## src/alu_cfg.svh

```systemverilog
`ifndef ALU_CFG_SVH
`define ALU_CFG_SVH

// Datapath and address widths
`define XLEN          32
`define VADDR_SIZE    32

// Issue queue entries and dispatch credits
`define IQ_DEPTH      4

// Fetch stream table
`define ST_DEPTH      8
`define PRED_WIDTH    3

// Micro-op field widths
`define IMM_WIDTH     20
`define INTOP_WIDTH   4
`define BROP_WIDTH    3
`define RD_WIDTH      5
`define ROB_IDX_WIDTH 6

`endif

```

## src/branch_pkg.sv

```systemverilog
`include "alu_cfg.svh"

package branch_pkg;

    typedef enum logic [`BROP_WIDTH-1:0] {
        BR_BEQ  = 3'd0,
        BR_BNE  = 3'd1,
        BR_BLT  = 3'd2,  // BLTU when uext is set
        BR_BGE  = 3'd3,  // BGEU when uext is set
        BR_JAL  = 3'd4,
        BR_JALR = 3'd5
    } branch_op_e;

    // Entry index into the fetch stream table
    typedef logic [$clog2(`ST_DEPTH)-1:0] stream_idx_t;

    // Instruction slot within a fetch stream
    typedef logic [`PRED_WIDTH-1:0] pred_off_t;

endpackage

```

## src/exec_pkg.sv

```systemverilog
`include "alu_cfg.svh"

package exec_pkg;

    typedef enum logic [`INTOP_WIDTH-1:0] {
        INT_ADD   = 4'd0,
        INT_SUB   = 4'd1,
        INT_LUI   = 4'd2,
        INT_SLT   = 4'd3,  // SLTU when uext is set
        INT_OR    = 4'd4,
        INT_XOR   = 4'd5,
        INT_AND   = 4'd6,
        INT_SL    = 4'd7,
        INT_SR    = 4'd8,  // SRL when uext is set, SRA otherwise
        INT_AUIPC = 4'd9
    } int_op_e;

    // Which result goes to writeback
    typedef enum logic {
        UOP_INT = 1'b0,
        UOP_BR  = 1'b1
    } uop_class_e;

    // Immediate field decoded as I/B-type or as U-type
    typedef union packed {
        struct packed {
            logic [`IMM_WIDTH-13:0] unused;
            logic [11:0]            imm12;
        } i_view;
        logic [`IMM_WIDTH-1:0] u_view;
    } imm_u;

endpackage

```

## src/alu_exec_top.sv

```systemverilog
`timescale 1ns/1ps
`include "alu_cfg.svh"

module alu_exec_top (
    input  logic                      clk,
    input  logic                      arst_n,
    input  logic                      iss_valid,
    input  exec_pkg::uop_class_e      iss_class,
    input  exec_pkg::int_op_e         iss_int_op,
    input  branch_pkg::branch_op_e    iss_br_op,
    input  exec_pkg::imm_u            iss_imm,
    input  logic                      iss_immv,
    input  logic                      iss_uext,
    input  logic [`XLEN-1:0]          iss_rs1,
    input  logic [`XLEN-1:0]          iss_rs2,
    input  branch_pkg::stream_idx_t   iss_stream_idx,
    input  branch_pkg::pred_off_t     iss_offset,
    input  logic [`RD_WIDTH-1:0]      iss_rd,
    input  logic [`ROB_IDX_WIDTH-1:0] iss_rob_idx,
    input  logic                      iss_we,
    output logic                      credit_return,
    input  logic                      st_we,
    input  branch_pkg::stream_idx_t   st_idx,
    input  logic [`VADDR_SIZE-1:0]    st_start_addr,
    input  branch_pkg::pred_off_t     st_size,
    input  logic                      st_taken,
    input  logic [`VADDR_SIZE-1:0]    st_target,
    output logic                      wb_valid,
    input  logic                      wb_ready,
    output logic [`XLEN-1:0]          wb_data,
    output logic [`RD_WIDTH-1:0]      wb_rd,
    output logic [`ROB_IDX_WIDTH-1:0] wb_rob_idx,
    output logic                      wb_we,
    output logic                      br_valid,
    output logic                      br_taken,
    output logic [`VADDR_SIZE-1:0]    br_target,
    output logic                      br_mispredict
);
    import exec_pkg::*;
    import branch_pkg::*;

    logic                      head_valid, head_immv, head_uext, head_we, pop;
    uop_class_e                head_class;
    int_op_e                   head_int_op;
    branch_op_e                head_br_op;
    imm_u                      head_imm;
    logic [`XLEN-1:0]          head_rs1, head_rs2, alu_result;
    stream_idx_t               head_stream_idx;
    pred_off_t                 head_offset, rd_size;
    logic [`RD_WIDTH-1:0]      head_rd;
    logic [`ROB_IDX_WIDTH-1:0] head_rob_idx;
    logic [`VADDR_SIZE-1:0]    rd_start_addr, rd_target, bu_target, bu_link;
    logic                      rd_taken, bu_taken, bu_mispredict;

    alu_issue_queue u_iq (
        .clk, .arst_n,
        .push(iss_valid), .push_class(iss_class), .push_int_op(iss_int_op),
        .push_br_op(iss_br_op), .push_imm(iss_imm), .push_immv(iss_immv),
        .push_uext(iss_uext), .push_rs1(iss_rs1), .push_rs2(iss_rs2),
        .push_stream_idx(iss_stream_idx), .push_offset(iss_offset), .push_rd(iss_rd),
        .push_rob_idx(iss_rob_idx), .push_we(iss_we), .pop,
        .head_valid, .head_class, .head_int_op, .head_br_op, .head_imm, .head_immv,
        .head_uext, .head_rs1, .head_rs2, .head_stream_idx, .head_offset, .head_rd,
        .head_rob_idx, .head_we, .credit_return
    );

    fetch_stream_table u_fst (
        .clk, .arst_n, .we(st_we), .wr_idx(st_idx), .wr_start_addr(st_start_addr),
        .wr_size(st_size), .wr_taken(st_taken), .wr_target(st_target),
        .rd_idx(head_stream_idx), .rd_start_addr, .rd_size, .rd_taken, .rd_target
    );

    int_alu u_alu (
        .int_op(head_int_op), .imm(head_imm), .immv(head_immv), .uext(head_uext),
        .rs1(head_rs1), .rs2(head_rs2), .start_addr(rd_start_addr),
        .offset(head_offset), .result(alu_result)
    );

    branch_unit u_bru (
        .br_op(head_br_op), .imm(head_imm), .uext(head_uext), .rs1(head_rs1),
        .rs2(head_rs2), .offset(head_offset), .start_addr(rd_start_addr),
        .size(rd_size), .taken(rd_taken), .pred_target(rd_target),
        .taken_o(bu_taken), .target(bu_target), .mispredict(bu_mispredict), .link(bu_link)
    );

    // Output register takes a new entry when empty or being drained this cycle
    assign pop = head_valid & (~wb_valid | wb_ready);

    always_ff @(posedge clk or negedge arst_n) begin
        if (!arst_n) begin
            wb_valid <= 1'b0;
            br_valid <= 1'b0;
        end else if (pop) begin
            wb_valid <= 1'b1;
            br_valid <= (head_class == UOP_BR);
        end else if (wb_ready) begin
            wb_valid <= 1'b0;
            br_valid <= 1'b0;
        end
    end

    always_ff @(posedge clk) begin
        if (pop) begin
            wb_data       <= (head_class == UOP_BR) ? bu_link : alu_result;
            wb_rd         <= head_rd;
            wb_rob_idx    <= head_rob_idx;
            wb_we         <= head_we;
            br_taken      <= bu_taken;
            br_target     <= bu_target;
            br_mispredict <= bu_mispredict;
        end
    end

endmodule

```

## src/alu_issue_queue.sv

```systemverilog
`timescale 1ns/1ps
`include "alu_cfg.svh"

module alu_issue_queue (
    input  logic                      clk,
    input  logic                      arst_n,
    input  logic                      push,
    input  exec_pkg::uop_class_e      push_class,
    input  exec_pkg::int_op_e         push_int_op,
    input  branch_pkg::branch_op_e    push_br_op,
    input  exec_pkg::imm_u            push_imm,
    input  logic                      push_immv,
    input  logic                      push_uext,
    input  logic [`XLEN-1:0]          push_rs1,
    input  logic [`XLEN-1:0]          push_rs2,
    input  branch_pkg::stream_idx_t   push_stream_idx,
    input  branch_pkg::pred_off_t     push_offset,
    input  logic [`RD_WIDTH-1:0]      push_rd,
    input  logic [`ROB_IDX_WIDTH-1:0] push_rob_idx,
    input  logic                      push_we,
    input  logic                      pop,
    output logic                      head_valid,
    output exec_pkg::uop_class_e      head_class,
    output exec_pkg::int_op_e         head_int_op,
    output branch_pkg::branch_op_e    head_br_op,
    output exec_pkg::imm_u            head_imm,
    output logic                      head_immv,
    output logic                      head_uext,
    output logic [`XLEN-1:0]          head_rs1,
    output logic [`XLEN-1:0]          head_rs2,
    output branch_pkg::stream_idx_t   head_stream_idx,
    output branch_pkg::pred_off_t     head_offset,
    output logic [`RD_WIDTH-1:0]      head_rd,
    output logic [`ROB_IDX_WIDTH-1:0] head_rob_idx,
    output logic                      head_we,
    output logic                      credit_return
);
    import exec_pkg::*;
    import branch_pkg::*;

    localparam int PTR_W = $clog2(`IQ_DEPTH);
    localparam int CNT_W = $clog2(`IQ_DEPTH + 1);

    uop_class_e               cls_q    [`IQ_DEPTH];
    int_op_e                  int_op_q [`IQ_DEPTH];
    branch_op_e               br_op_q  [`IQ_DEPTH];
    imm_u                     imm_q    [`IQ_DEPTH];
    logic                     immv_q   [`IQ_DEPTH];
    logic                     uext_q   [`IQ_DEPTH];
    logic [`XLEN-1:0]         rs1_q    [`IQ_DEPTH];
    logic [`XLEN-1:0]         rs2_q    [`IQ_DEPTH];
    stream_idx_t              sidx_q   [`IQ_DEPTH];
    pred_off_t                off_q    [`IQ_DEPTH];
    logic [`RD_WIDTH-1:0]     rd_q     [`IQ_DEPTH];
    logic [`ROB_IDX_WIDTH-1:0] rob_q   [`IQ_DEPTH];
    logic                     we_q     [`IQ_DEPTH];

    logic [PTR_W-1:0] wr_ptr, rd_ptr;
    logic [CNT_W-1:0] count;

    function automatic logic [PTR_W-1:0] next_ptr(input logic [PTR_W-1:0] p);
        return (p == PTR_W'(`IQ_DEPTH - 1)) ? '0 : p + 1'b1;
    endfunction

    always_ff @(posedge clk or negedge arst_n) begin
        if (!arst_n) begin
            wr_ptr        <= '0;
            rd_ptr        <= '0;
            count         <= '0;
            credit_return <= 1'b0;
        end else begin
            if (push) wr_ptr <= next_ptr(wr_ptr);
            if (pop) rd_ptr <= next_ptr(rd_ptr);
            case ({push, pop})
                2'b10:   count <= count + 1'b1;
                2'b01:   count <= count - 1'b1;
                default: count <= count;
            endcase
            credit_return <= pop;  // One credit back per entry leaving
        end
    end

    always_ff @(posedge clk) begin
        if (push) begin
            cls_q[wr_ptr]    <= push_class;
            int_op_q[wr_ptr] <= push_int_op;
            br_op_q[wr_ptr]  <= push_br_op;
            imm_q[wr_ptr]    <= push_imm;
            immv_q[wr_ptr]   <= push_immv;
            uext_q[wr_ptr]   <= push_uext;
            rs1_q[wr_ptr]    <= push_rs1;
            rs2_q[wr_ptr]    <= push_rs2;
            sidx_q[wr_ptr]   <= push_stream_idx;
            off_q[wr_ptr]    <= push_offset;
            rd_q[wr_ptr]     <= push_rd;
            rob_q[wr_ptr]    <= push_rob_idx;
            we_q[wr_ptr]     <= push_we;
        end
    end

    assign head_valid      = (count != '0);
    assign head_class      = cls_q[rd_ptr];
    assign head_int_op     = int_op_q[rd_ptr];
    assign head_br_op      = br_op_q[rd_ptr];
    assign head_imm        = imm_q[rd_ptr];
    assign head_immv       = immv_q[rd_ptr];
    assign head_uext       = uext_q[rd_ptr];
    assign head_rs1        = rs1_q[rd_ptr];
    assign head_rs2        = rs2_q[rd_ptr];
    assign head_stream_idx = sidx_q[rd_ptr];
    assign head_offset     = off_q[rd_ptr];
    assign head_rd         = rd_q[rd_ptr];
    assign head_rob_idx    = rob_q[rd_ptr];
    assign head_we         = we_q[rd_ptr];

endmodule

```

## src/branch_unit.sv

```systemverilog
`timescale 1ns/1ps
`include "alu_cfg.svh"

module branch_unit (
    input  branch_pkg::branch_op_e  br_op,
    input  exec_pkg::imm_u          imm,
    input  logic                    uext,
    input  logic [`XLEN-1:0]        rs1,
    input  logic [`XLEN-1:0]        rs2,
    input  branch_pkg::pred_off_t   offset,
    input  logic [`VADDR_SIZE-1:0]  start_addr,
    input  branch_pkg::pred_off_t   size,
    input  logic                    taken,
    input  logic [`VADDR_SIZE-1:0]  pred_target,
    output logic                    taken_o,
    output logic [`VADDR_SIZE-1:0]  target,
    output logic                    mispredict,
    output logic [`VADDR_SIZE-1:0]  link
);
    import branch_pkg::*;

    logic [`XLEN-1:0]        s_imm;
    logic [`PRED_WIDTH:0]    next_off;
    logic [`VADDR_SIZE-1:0]  pc_off, link_off;
    logic [`VADDR_SIZE-1:0]  br_target, jalr_target;
    logic                    equal, lt, dir;
    logic                    hit, cond_err, jalr_err;

    // Branch offsets are always even
    assign s_imm = {{(`XLEN-12){imm.i_view.imm12[11]}}, imm.i_view.imm12[11:1], 1'b0};

    assign equal = rs1 == rs2;
    assign lt    = uext ? (rs1 < rs2) : ($signed(rs1) < $signed(rs2));

    always_comb begin
        case (br_op)
            BR_BEQ:  dir = equal;
            BR_BNE:  dir = ~equal;
            BR_BLT:  dir = lt;
            BR_BGE:  dir = ~lt;
            BR_JAL,
            BR_JALR: dir = 1'b1;
            default: dir = 1'b0;
        endcase
    end

    assign pc_off   = {{(`VADDR_SIZE-`PRED_WIDTH-2){1'b0}}, offset, 2'b00};
    assign next_off = {1'b0, offset} + 1'b1;
    assign link_off = {{(`VADDR_SIZE-`PRED_WIDTH-3){1'b0}}, next_off, 2'b00};

    assign br_target   = start_addr + pc_off + s_imm;
    assign jalr_target = rs1 + s_imm;
    assign link        = start_addr + link_off;  // Also the fall-through address

    assign taken_o = dir;
    assign target  = (br_op == BR_JALR) ? jalr_target :
                     dir                ? br_target   : link;

    // Predicted stream ends exactly at this instruction
    assign hit      = size == offset;
    assign cond_err = hit ? (taken ^ dir) | (taken & (pred_target != br_target)) : dir;
    assign jalr_err = ~hit | (pred_target != jalr_target);

    always_comb begin
        case (br_op)
            BR_JALR: mispredict = jalr_err;
            BR_JAL:  mispredict = 1'b0;
            default: mispredict = cond_err;
        endcase
    end

endmodule

```

## src/fetch_stream_table.sv

```systemverilog
`timescale 1ns/1ps
`include "alu_cfg.svh"

module fetch_stream_table (
    input  logic                    clk,
    input  logic                    arst_n,
    input  logic                    we,
    input  branch_pkg::stream_idx_t wr_idx,
    input  logic [`VADDR_SIZE-1:0]  wr_start_addr,
    input  branch_pkg::pred_off_t   wr_size,
    input  logic                    wr_taken,
    input  logic [`VADDR_SIZE-1:0]  wr_target,
    input  branch_pkg::stream_idx_t rd_idx,
    output logic [`VADDR_SIZE-1:0]  rd_start_addr,
    output branch_pkg::pred_off_t   rd_size,
    output logic                    rd_taken,
    output logic [`VADDR_SIZE-1:0]  rd_target
);
    import branch_pkg::*;

    logic [`VADDR_SIZE-1:0] start_q  [`ST_DEPTH];
    pred_off_t              size_q   [`ST_DEPTH];
    logic                   taken_q  [`ST_DEPTH];
    logic [`VADDR_SIZE-1:0] target_q [`ST_DEPTH];

    always_ff @(posedge clk or negedge arst_n) begin
        if (!arst_n) begin
            for (int i = 0; i < `ST_DEPTH; i++) begin
                start_q[i]  <= '0;
                size_q[i]   <= '0;
                taken_q[i]  <= 1'b0;
                target_q[i] <= '0;
            end
        end else if (we) begin
            start_q[wr_idx]  <= wr_start_addr;
            size_q[wr_idx]   <= wr_size;
            taken_q[wr_idx]  <= wr_taken;
            target_q[wr_idx] <= wr_target;
        end
    end

    // Combinational read for the branch unit and AUIPC
    assign rd_start_addr = start_q[rd_idx];
    assign rd_size       = size_q[rd_idx];
    assign rd_taken      = taken_q[rd_idx];
    assign rd_target     = target_q[rd_idx];

endmodule

```

## src/int_alu.sv

```systemverilog
`timescale 1ns/1ps
`include "alu_cfg.svh"

module int_alu (
    input  exec_pkg::int_op_e       int_op,
    input  exec_pkg::imm_u          imm,
    input  logic                    immv,
    input  logic                    uext,
    input  logic [`XLEN-1:0]        rs1,
    input  logic [`XLEN-1:0]        rs2,
    input  logic [`VADDR_SIZE-1:0]  start_addr,
    input  branch_pkg::pred_off_t   offset,
    output logic [`XLEN-1:0]        result
);
    import exec_pkg::*;

    localparam int SH_W = $clog2(`XLEN);

    logic [`XLEN-1:0]       lui_imm, s_imm, op2;
    logic [`VADDR_SIZE-1:0] pc_off;
    logic [SH_W-1:0]        shamt;
    logic                   ult, slt, lt;
    logic                   pad;
    logic [`XLEN-1:0]       sr_data;

    assign lui_imm = {imm.u_view, 12'b0};
    assign s_imm   = {{(`XLEN-12){imm.i_view.imm12[11]}}, imm.i_view.imm12};
    assign op2     = immv ? s_imm : rs2;
    assign pc_off  = {{(`VADDR_SIZE-`PRED_WIDTH-2){1'b0}}, offset, 2'b00};  // Slot * 4

    // Signed less-than from the unsigned compare and the two sign bits
    assign ult = rs1 < op2;
    always_comb begin
        case ({rs1[`XLEN-1], op2[`XLEN-1]})
            2'b01:   slt = 1'b0;
            2'b10:   slt = 1'b1;
            default: slt = ult;
        endcase
    end
    assign lt = uext ? ult : slt;

    assign shamt = op2[SH_W-1:0];
    assign pad   = rs1[`XLEN-1] & ~uext;  // Logical shift when uext

    // Right barrel shifter with one case per shift amount
    always_comb begin
        sr_data = rs1;
        for (int s = 1; s < `XLEN; s++) begin
            if (shamt == SH_W'(s)) begin
                sr_data = (rs1 >> s) | ({`XLEN{pad}} << (`XLEN - s));
            end
        end
    end

    always_comb begin
        case (int_op)
            INT_ADD:   result = rs1 + op2;
            INT_SUB:   result = rs1 - rs2;  // Register form only
            INT_LUI:   result = lui_imm;
            INT_SLT:   result = {{(`XLEN-1){1'b0}}, lt};
            INT_OR:    result = rs1 | op2;
            INT_XOR:   result = rs1 ^ op2;
            INT_AND:   result = rs1 & op2;
            INT_SL:    result = rs1 << shamt;
            INT_SR:    result = sr_data;
            INT_AUIPC: result = start_addr + pc_off + lui_imm;
            default:   result = '0;
        endcase
    end

endmodule

```

## config.mk

```make
export PLATFORM = sky130hd
export DESIGN_NAME = alu_exec_top
export DESIGN_NICKNAME = d
export VERILOG_FILES = /design/src/branch_pkg.sv /design/src/exec_pkg.sv /design/src/alu_exec_top.sv /design/src/alu_issue_queue.sv /design/src/branch_unit.sv /design/src/fetch_stream_table.sv /design/src/int_alu.sv
export VERILOG_INCLUDE_DIRS = /design/src
export SDC_FILE = /design/constraint.sdc
export NUM_CORES = 2
export LEC_CHECK = 0
export BUFFER_PORTS_ARGS = -buffer_cell sky130_fd_sc_hd__buf_2
export CORE_MARGIN = 2
export CORE_UTILIZATION = 33
export DETAILED_ROUTE_END_ITERATION = 6
export HOLD_SLACK_MARGIN = 0.03
export PLACE_DENSITY_LB_ADDON = 0.12
export SETUP_SLACK_MARGIN = 0.4
export SLEW_MARGIN = 40
export SYNTH_ARGS = -nofsm -noshare
export SYNTH_HDL_FRONTEND = slang
export SYNTH_SLANG_ARGS = --single-unit
```

## constraint.sdc

```tcl
create_clock -name clk -period 13.8 [get_ports clk]
set_input_delay 0.69 -clock clk [delete_from_list [all_inputs] [get_ports clk]]
set_output_delay 0.69 -clock clk [all_outputs]
set_load 0.01 [all_outputs]
```

# Word-level counts from Yosys, hierarchy flattened
# Memory sizes are Yosys's and may differ from the RTL's. A register that Yosys moved wholly into a read port is not among the register bits.
# Cells that the tools add are included.
op_classes:
  bitwise: 48
  shift: 1
  order_cmp: 6
  mux: 72
  eq_ne: 55
  reduce_logical: 7
  add_sub_neg: 12
op_table:
  columns: ["operator", "n"]
  rows:
  - ["two-way mux 32 bit", 40]
  - ["bitwise mux 256 bit", 2]
  - ["one-hot mux 32 bit (10 select lines)", 1]
  - ["binary-select mux 32 bit (select 3 bit)", 2]
  - ["adder 32 bit", 4]
  - ["demux 32 bit (select 3 bit)", 1]
  - ["less-than comparator 32 bit", 3]
  - ["== test 5 bit (second input constant)", 16]
  - ["inequality test 32 bit", 2]
  - ["== test 5 x 4 -> 1 bit (second input constant)", 8]
  - ["adder 32 x 5 -> 32 bit", 1]
  - ["adder 32 x 6 -> 32 bit", 1]
  - ["bitwise AND 32 bit", 1]
  - ["== test 32 bit", 1]
  - ["bitwise OR 1 x 32 -> 32 bit", 1]
  - ["bitwise OR 10 x 32 -> 32 bit", 1]
  - ["bitwise OR 11 x 32 -> 32 bit", 1]
  - ["bitwise OR 12 x 32 -> 32 bit", 1]
  - ["bitwise OR 13 x 32 -> 32 bit", 1]
  - ["bitwise OR 14 x 32 -> 32 bit", 1]
  - ["bitwise OR 15 x 32 -> 32 bit", 1]
  - ["bitwise OR 16 x 32 -> 32 bit", 1]
  - ["bitwise OR 17 x 32 -> 32 bit", 1]
  - ["bitwise OR 18 x 32 -> 32 bit", 1]
  - ["67 further kinds", 108]
totals:
  ramBits: 448
  out_inout_bits: 81
  reg_bits: 620
  mem_count: 13
memory_table:
  columns: ["name", "words", "word_bits", "read_ports", "rd_clocked_by_memory_dff", "wr", "line_no", "rtl"]
  rows:
  - ["u_iq.rs1_q", 4, 32, 1, 0, 1, "alu_issue_queue.sv:50", "logic [`XLEN-1:0] rs1_q [`IQ_DEPTH];"]
  - ["u_iq.rs2_q", 4, 32, 1, 0, 1, "alu_issue_queue.sv:51", "logic [`XLEN-1:0] rs2_q [`IQ_DEPTH];"]
  - ["u_iq.imm_q", 4, 20, 1, 0, 1, "alu_issue_queue.sv:47", "imm_u imm_q [`IQ_DEPTH];"]
  - ["u_iq.rob_q", 4, 6, 1, 1, 1, "alu_issue_queue.sv:55", "logic [`ROB_IDX_WIDTH-1:0] rob_q [`IQ_DEPTH];"]
  - ["u_iq.rd_q", 4, 5, 1, 1, 1, "alu_issue_queue.sv:54", "logic [`RD_WIDTH-1:0] rd_q [`IQ_DEPTH];"]
  - ["u_iq.int_op_q", 4, 4, 1, 0, 1, "alu_issue_queue.sv:45", "int_op_e int_op_q [`IQ_DEPTH];"]
  - ["+7 memories", null, null, null, null, null, null, null]

# Logic depth before layout (Yosys ltp)
# An unclocked memory read counts as a cell.
depth:
  depth_word: 37
  mapped_depth: 36
  depth_no_buf: 27

# Modules after synthesis
# Synthesis repeated with hierarchy kept, for this count alone.
hier_totals:
  hier_cells: 5495
  area_unflattened_um2: 67190.7
modules_own_cells:
  columns: ["mod", "seq_area_each_um2", "instances", "area_per_inst_um2", "cells_each"]
  rows:
  - ["fetch_stream_table", 13613.1, 1, 24214.5, 1401]
  - ["alu_issue_queue", 13653.1, 1, 16578.4, 621]
  - ["int_alu", 0.0, 1, 15745.1, 2280]
  - ["branch_unit", 0.0, 1, 7678.6, 1071]
  - ["alu_exec_top", 2392.3, 1, 2974.1, 122]

# Least setup slack after synthesis
# OpenSTA, ideal clock, no wires.
synth_timing:
  path_type: "register to register"
  start: "reg u_iq.rd_ptr[0]"
  end: "reg br_mispredict (data pin)"
  stages_incl_launch_ff: 33
  setup_ns: 0.262
  path_slack_ns: 5.371
  arrival_time_ns: 8.167
  path_cell_list: "dfrtp_1 -> buf_6 -> mux4_2 -> buf_2 -> buf_2 -> buf_1 -> clkbuf_1 -> buf_1 -> clkbuf_1 -> mux4_2 -> nand2_1 -> nand2_1 -> ha_1 -> inv_1 -> fa_1 -> inv_1 -> a21oi_1 -> nor4_1 -> nand4_1 -> nor4b_1 -> xnor2_1 -> ha_1 -> a21oi_1 -> nor2b_1 -> nor2_1 -> nand3_1 -> o21ai_0 -> o31ai_1 -> a31oi_1 -> and3b_1 -> or4b_4 -> a2111oi_2 -> o21ai_1"
synth_between:
  elab_chain_len: 12
synth_rtl:
  columns: ["item", "line_no", "rtl"]
  rows:
  - ["from (decl)", "alu_issue_queue.sv:58", "logic [PTR_W-1:0] wr_ptr, rd_ptr;"]
  - ["from (signal assigned)", "alu_issue_queue.sv:73", "if (pop) rd_ptr <= next_ptr(rd_ptr);"]
  - ["memory (4 x 3 bit)", null, null]
  - ["NOT 3 -> 4 bit (not written as such)", null, null]
  - ["binary-select mux 32 bit (select 3 bit)", "fetch_stream_table.sv:43", "assign rd_start_addr = start_q[rd_idx];"]
  - ["two-way mux 32 bit (not written as such) (2 in a row)", "fetch_stream_table.sv:43", null]
  - ["adder 32 x 5 -> 32 bit", "branch_unit.sv:51", "assign br_target = start_addr + pc_off + s_imm;"]
  - ["adder 32 bit", "branch_unit.sv:51", null]
  - ["inequality test 32 bit", "branch_unit.sv:61", "assign cond_err = hit ? (taken ^ dir) | (taken & (pred_target != br_target)) : dir;"]
  - ["bitwise AND 1 bit", "branch_unit.sv:61", null]
  - ["bitwise OR 1 bit", "branch_unit.sv:61", null]
  - ["two-way mux 1 bit", "branch_unit.sv:61", null]
  - ["one-hot mux 1 bit (2 select lines) *", "branch_unit.sv:65", "case (br_op)"]
  - ["net bu_mispredict", "alu_exec_top.sv:53", "logic rd_taken, bu_taken, bu_mispredict;"]
  - ["to (signal assigned)", "alu_exec_top.sv:110", "br_mispredict <= bu_mispredict;"]
  - ["to (decl)", "alu_exec_top.sv:37", "output logic br_mispredict"]
# Mark *: on every way through the listed nets, which the timed path passes. The rest lies on a longest branch. The select of a mux whose other input is x is not followed.
# A chain may end at the register's enable or synchronous reset.

# Worst setup path in the final report
# Ends and elaborated chain as after synthesis.

==> summary.txt <==
Route
  • Vias: 51.68k
  • Drt first pass iters: 7
  • Vias per cell: 6.029
  • WL/cell: 32.64 um
  • 1st-iter DRT viols: 5790
  • # DRC: 0
  • Final WL: 279800 um
  • Antenna-violating nets left: 0

Yosys
  • Ys flop type: dfrtp_1
  • Synth area leaders: edfxtp_1 24%, dfrtp_1 21%, mux2_2 10%
  • Post-synth EDFFs: 526
  • Mapped Nets: 6107
  • Sequential area share after synthesis: 45.98%
  • Synth unique cells: 99
  • Yosys warning total: 0
  • Syn Area/Cell: 11.34 um^2
  • Share of the synthesized area in the top cell type: 24.49%
  • Post-Syn Instances: 5690
  • Post-Synthesis Cell Area: 64500 um^2
  • Async S/R FF share, synth: 51.30%
  • Synthesized flop and latch total: 1080
  • Synth area leader: edfxtp_1

Global routing
  • First-pass GRT wire length: 391500 um
  • Total track usage: 27.50%
  • Vias in the first global route: 49.63k
  • Initial antenna violation count: 49
  • GR Overflow Total: 0
  • Pin count of the biggest net entering global routing: 151

Finish
  • Area Growth Syn to Fin: 14.31%
  • Non-Filler Instances: 8572
  • Share of cells above drive strength 1: 24.77%
  • Most frequent cells in the layout: 581 x mux2_2, 552 x dfrtp_1, 526 x edfxtp_1
  • Final nets: 6340
  • Commonest non-fill, non-tap cell in the layout: mux2_2
  • Filler cell count: 19.08k

Setup path
  • Reg-to-reg slack, setup: 4.72 ns
  • Worst Setup Start Kind: flop
  • Crit end category: flop
  • CP max FO: 35
  • Reg-to-Reg End: br_mispredict$_DFFE_PP_
  • FF-to-FF path depth: 25
  • Arrival time at the worst endpoint: 9.65 ns
  • Worst path required time: 14.37 ns
  • Crit path kind: reg -> reg
  • R2R Path Start: u_iq.rd_ptr[0]$_DFFE_PN0P_

Clock tree
  • Worst-path clk slew: 0.06 ns
  • Post-CTS Setup Inserts: 0
  • CTS tree: done
  • Clock Path Buffers: 3
  • Clock Latency Late Sink: 0.83 ns
  • Clock root buffer: clkbuf_16
  • H-tree levels: 3
  • Clock Sinks: 1080
  • Cts bufs inserted: 121

Placed design
  • Placed cells: 8330
  • GP Congestion: 1.051
  • PortBufs: 268
  • Dpl hpwl: 204700 um

STA
  • Final Max Tran Viols: 0
  • Tcrit/Tclk final: 65.78%
  • Worst Tran Pin Value: 0.9723 ns
  • RSZ-0062 raised after global routing: no
  • Fin crit period: 9.077 ns
  • Rel. slew slack: 34.36%
  • Final Skew: 0.07767 ns
  • TNS Setup: 0 ns
  • Final Setup Violations: 0
  • F_max: 0.1102 GHz
  • Final Hold Fails: 0
  • Hold Slack: 0.1095 ns

Floorplan
  • Initial Util: 33.15%
  • Die H: 446.1 um
  • Die X: 446.1 um
  • IO Pins: 269
  • Die ar.: 199000 um^2
  • Placement Rows: 162
  • Core area: 194600 um^2

Min path
  • Hold Crit Endpoint: u_iq.rs2_q[1][30]$_DFFE_PP_
  • Worst Hold Depth: 1
  • Hold crit path type: in -> reg
  • Hold_sp: iss_rs2[30]

Job
  • Maxcap violations: 0

Outcome
  • Status: completed
## sequential cells by signal, summed over array words and instances (netlist names), 5 cells and up
signal / cells
u_fst.target_q: 256
u_iq.rd_q: 20
u_iq.imm_q: 80
wb_rd: 5
u_iq.br_op_q: 12
wb_rob_idx: 6
u_iq.off_q: 12
u_fst.size_q: 24
u_iq.rs2_q: 128
br_target: 32
u_iq.rob_q: 24
u_iq.int_op_q: 16
u_iq.sidx_q: 12
u_fst.taken_q: 8
u_iq.rs1_q: 128
u_fst.start_q: 256
wb_data: 32
## kinds of logic (layout without fill, tap and decap cells)
group | count (synthesis) | count (layout) | share of synthesized area [%]
other cells | 0 | 11 | 0
xor+xnor | 216 | 216 | 3.020
compound gates | 1395 | 1395 | 14.51
buf+inv | 548 | 877 | 3.373
flops | 1080 | 1080 | 45.98
simple gates | 1222 | 1222 | 8.777
fa+ha+maj | 229 | 229 | 4.535
mux | 1000 | 1000 | 19.81
## metal layers
layer | share of wire (%) | vias up | track usage (%)
met2 | 43 | 2465 | 40.79
met1 | 44 | 26480 | 38.39
li1 | - | 22150 | -
met4 | 5.3 | 44 | 13.13
met5 | 0.10 | - | 0
met3 | 7.9 | 550 | 5.372
## worst max path at each step
stage | start | to | slack [ns] | depth (start not counted)
3_3_place_gp | u_iq.rd_ptr[0]$_DFFE_PN0P_ | br_mispredict$_DFFE_PP_ | 4.84 | 25
6_report | u_iq.rd_ptr[0]$_DFFE_PN0P_ | br_mispredict$_DFFE_PP_ | 4.72 | 25
2_1_floorplan | u_iq.rd_ptr[0]$_DFFE_PN0P_ | br_mispredict$_DFFE_PP_ | 5.37 | 32
5_1_grt | u_iq.rd_ptr[0]$_DFFE_PN0P_ | br_mispredict$_DFFE_PP_ | 4.02 | 25
3_5_place_dp | u_iq.rd_ptr[0]$_DFFE_PN0P_ | br_mispredict$_DFFE_PP_ | 4.79 | 25
4_1_cts | u_iq.rd_ptr[0]$_DFFE_PN0P_ | br_mispredict$_DFFE_PP_ | 4.75 | 25
## metrics by stage
step / setup WS, ns / area (um^2) / utilization (%)
6_report: 4.723 / 73730 / 37.89
5_1_grt: 4.016 / 73710 / 37.88
4_1_cts: 4.752 / 73640 / 37.85
3_5_place_dp: 4.786 / 69460 / 35.70
3_3_place_gp: 4.840 / 69220 / 35.57
2_1_floorplan: 5.371 / 64500 / -
## worst max-delay path, cell delays in order (launching register included)
cell and delay (ns):
dfrtp_4 0.83, mux4_4 0.94, buf_4 0.42, mux4_2 0.43, nand2_1 0.06, nand2_1 0.14
inv_1 0.10, fa_1 0.44, inv_1 0.08, a21oi_1 0.12, nor4_1 0.50, nand4_1 0.34
nor4b_1 0.69, xnor2_1 0.33, ha_1 0.56, a21oi_1 0.45, nor2b_1 0.09, nor2_1 0.15
nand3_1 0.09, o21ai_0 0.38, o31ai_1 0.17, a31oi_1 0.25, and3b_1 0.23, or4b_4 0.51
a2111oi_2 0.39, o21ai_1 0.10
## layout make-up
type                    count  area [um^2]  share of cell area [%]
diodes                     11        27.53                 0.03733
inverters                 191        716.9                  0.9724
flip-flops and latches   1080        29670                   40.23
clock inverters            51        668.1                  0.9062
repair buffers            467         3007                   4.078
well taps                2542         3181                   4.314
clock buffers             168         3416                   4.633
multi-input cells        4062        33050                   44.83
## timing repair
| action | in CTS | in global routing |
|---|---|---|
| endpoints found under the setup margin | 0 | 0 |
| hold endpoints to repair | 117 | 0 |
| hold buffers | 10 | 0 |
| gates resized for setup | 0 | 0 |
## synthesized netlist by cell type (10+ instances only)
cell type and count:
or3_1 18, mux2i_1 256, inv_1 186, or2_2 19, ha_1 221, xor2_1 76, and3_1 28, and2_1 19
mux4_2 163, o21a_1 33, buf_1 51, dfrtp_1 554, mux2_2 581, a311oi_1 24, edfxtp_1 526, nand3_1 87
a221oi_1 69, xnor2_1 136, o221ai_1 72, o21bai_1 25, a32oi_1 28, a211oi_1 56, nand2b_1 36, nor4_1 27
o21ai_0 267, a21oi_1 336, a21o_1 51, nor2b_1 42, o2111ai_1 22, o22ai_1 71, nor3_1 72, a31oi_1 35
a22oi_1 67, buf_2 44, o31ai_1 27, o211ai_1 56, nor3b_1 10, nor2_1 341, clkbuf_1 249, a2111oi_0 25
nand4_1 40, nand2_1 438
Power is left out: the tool's default activity adds up to more than one toggle a clock period on the data nets, which glitch-free logic cannot reach.
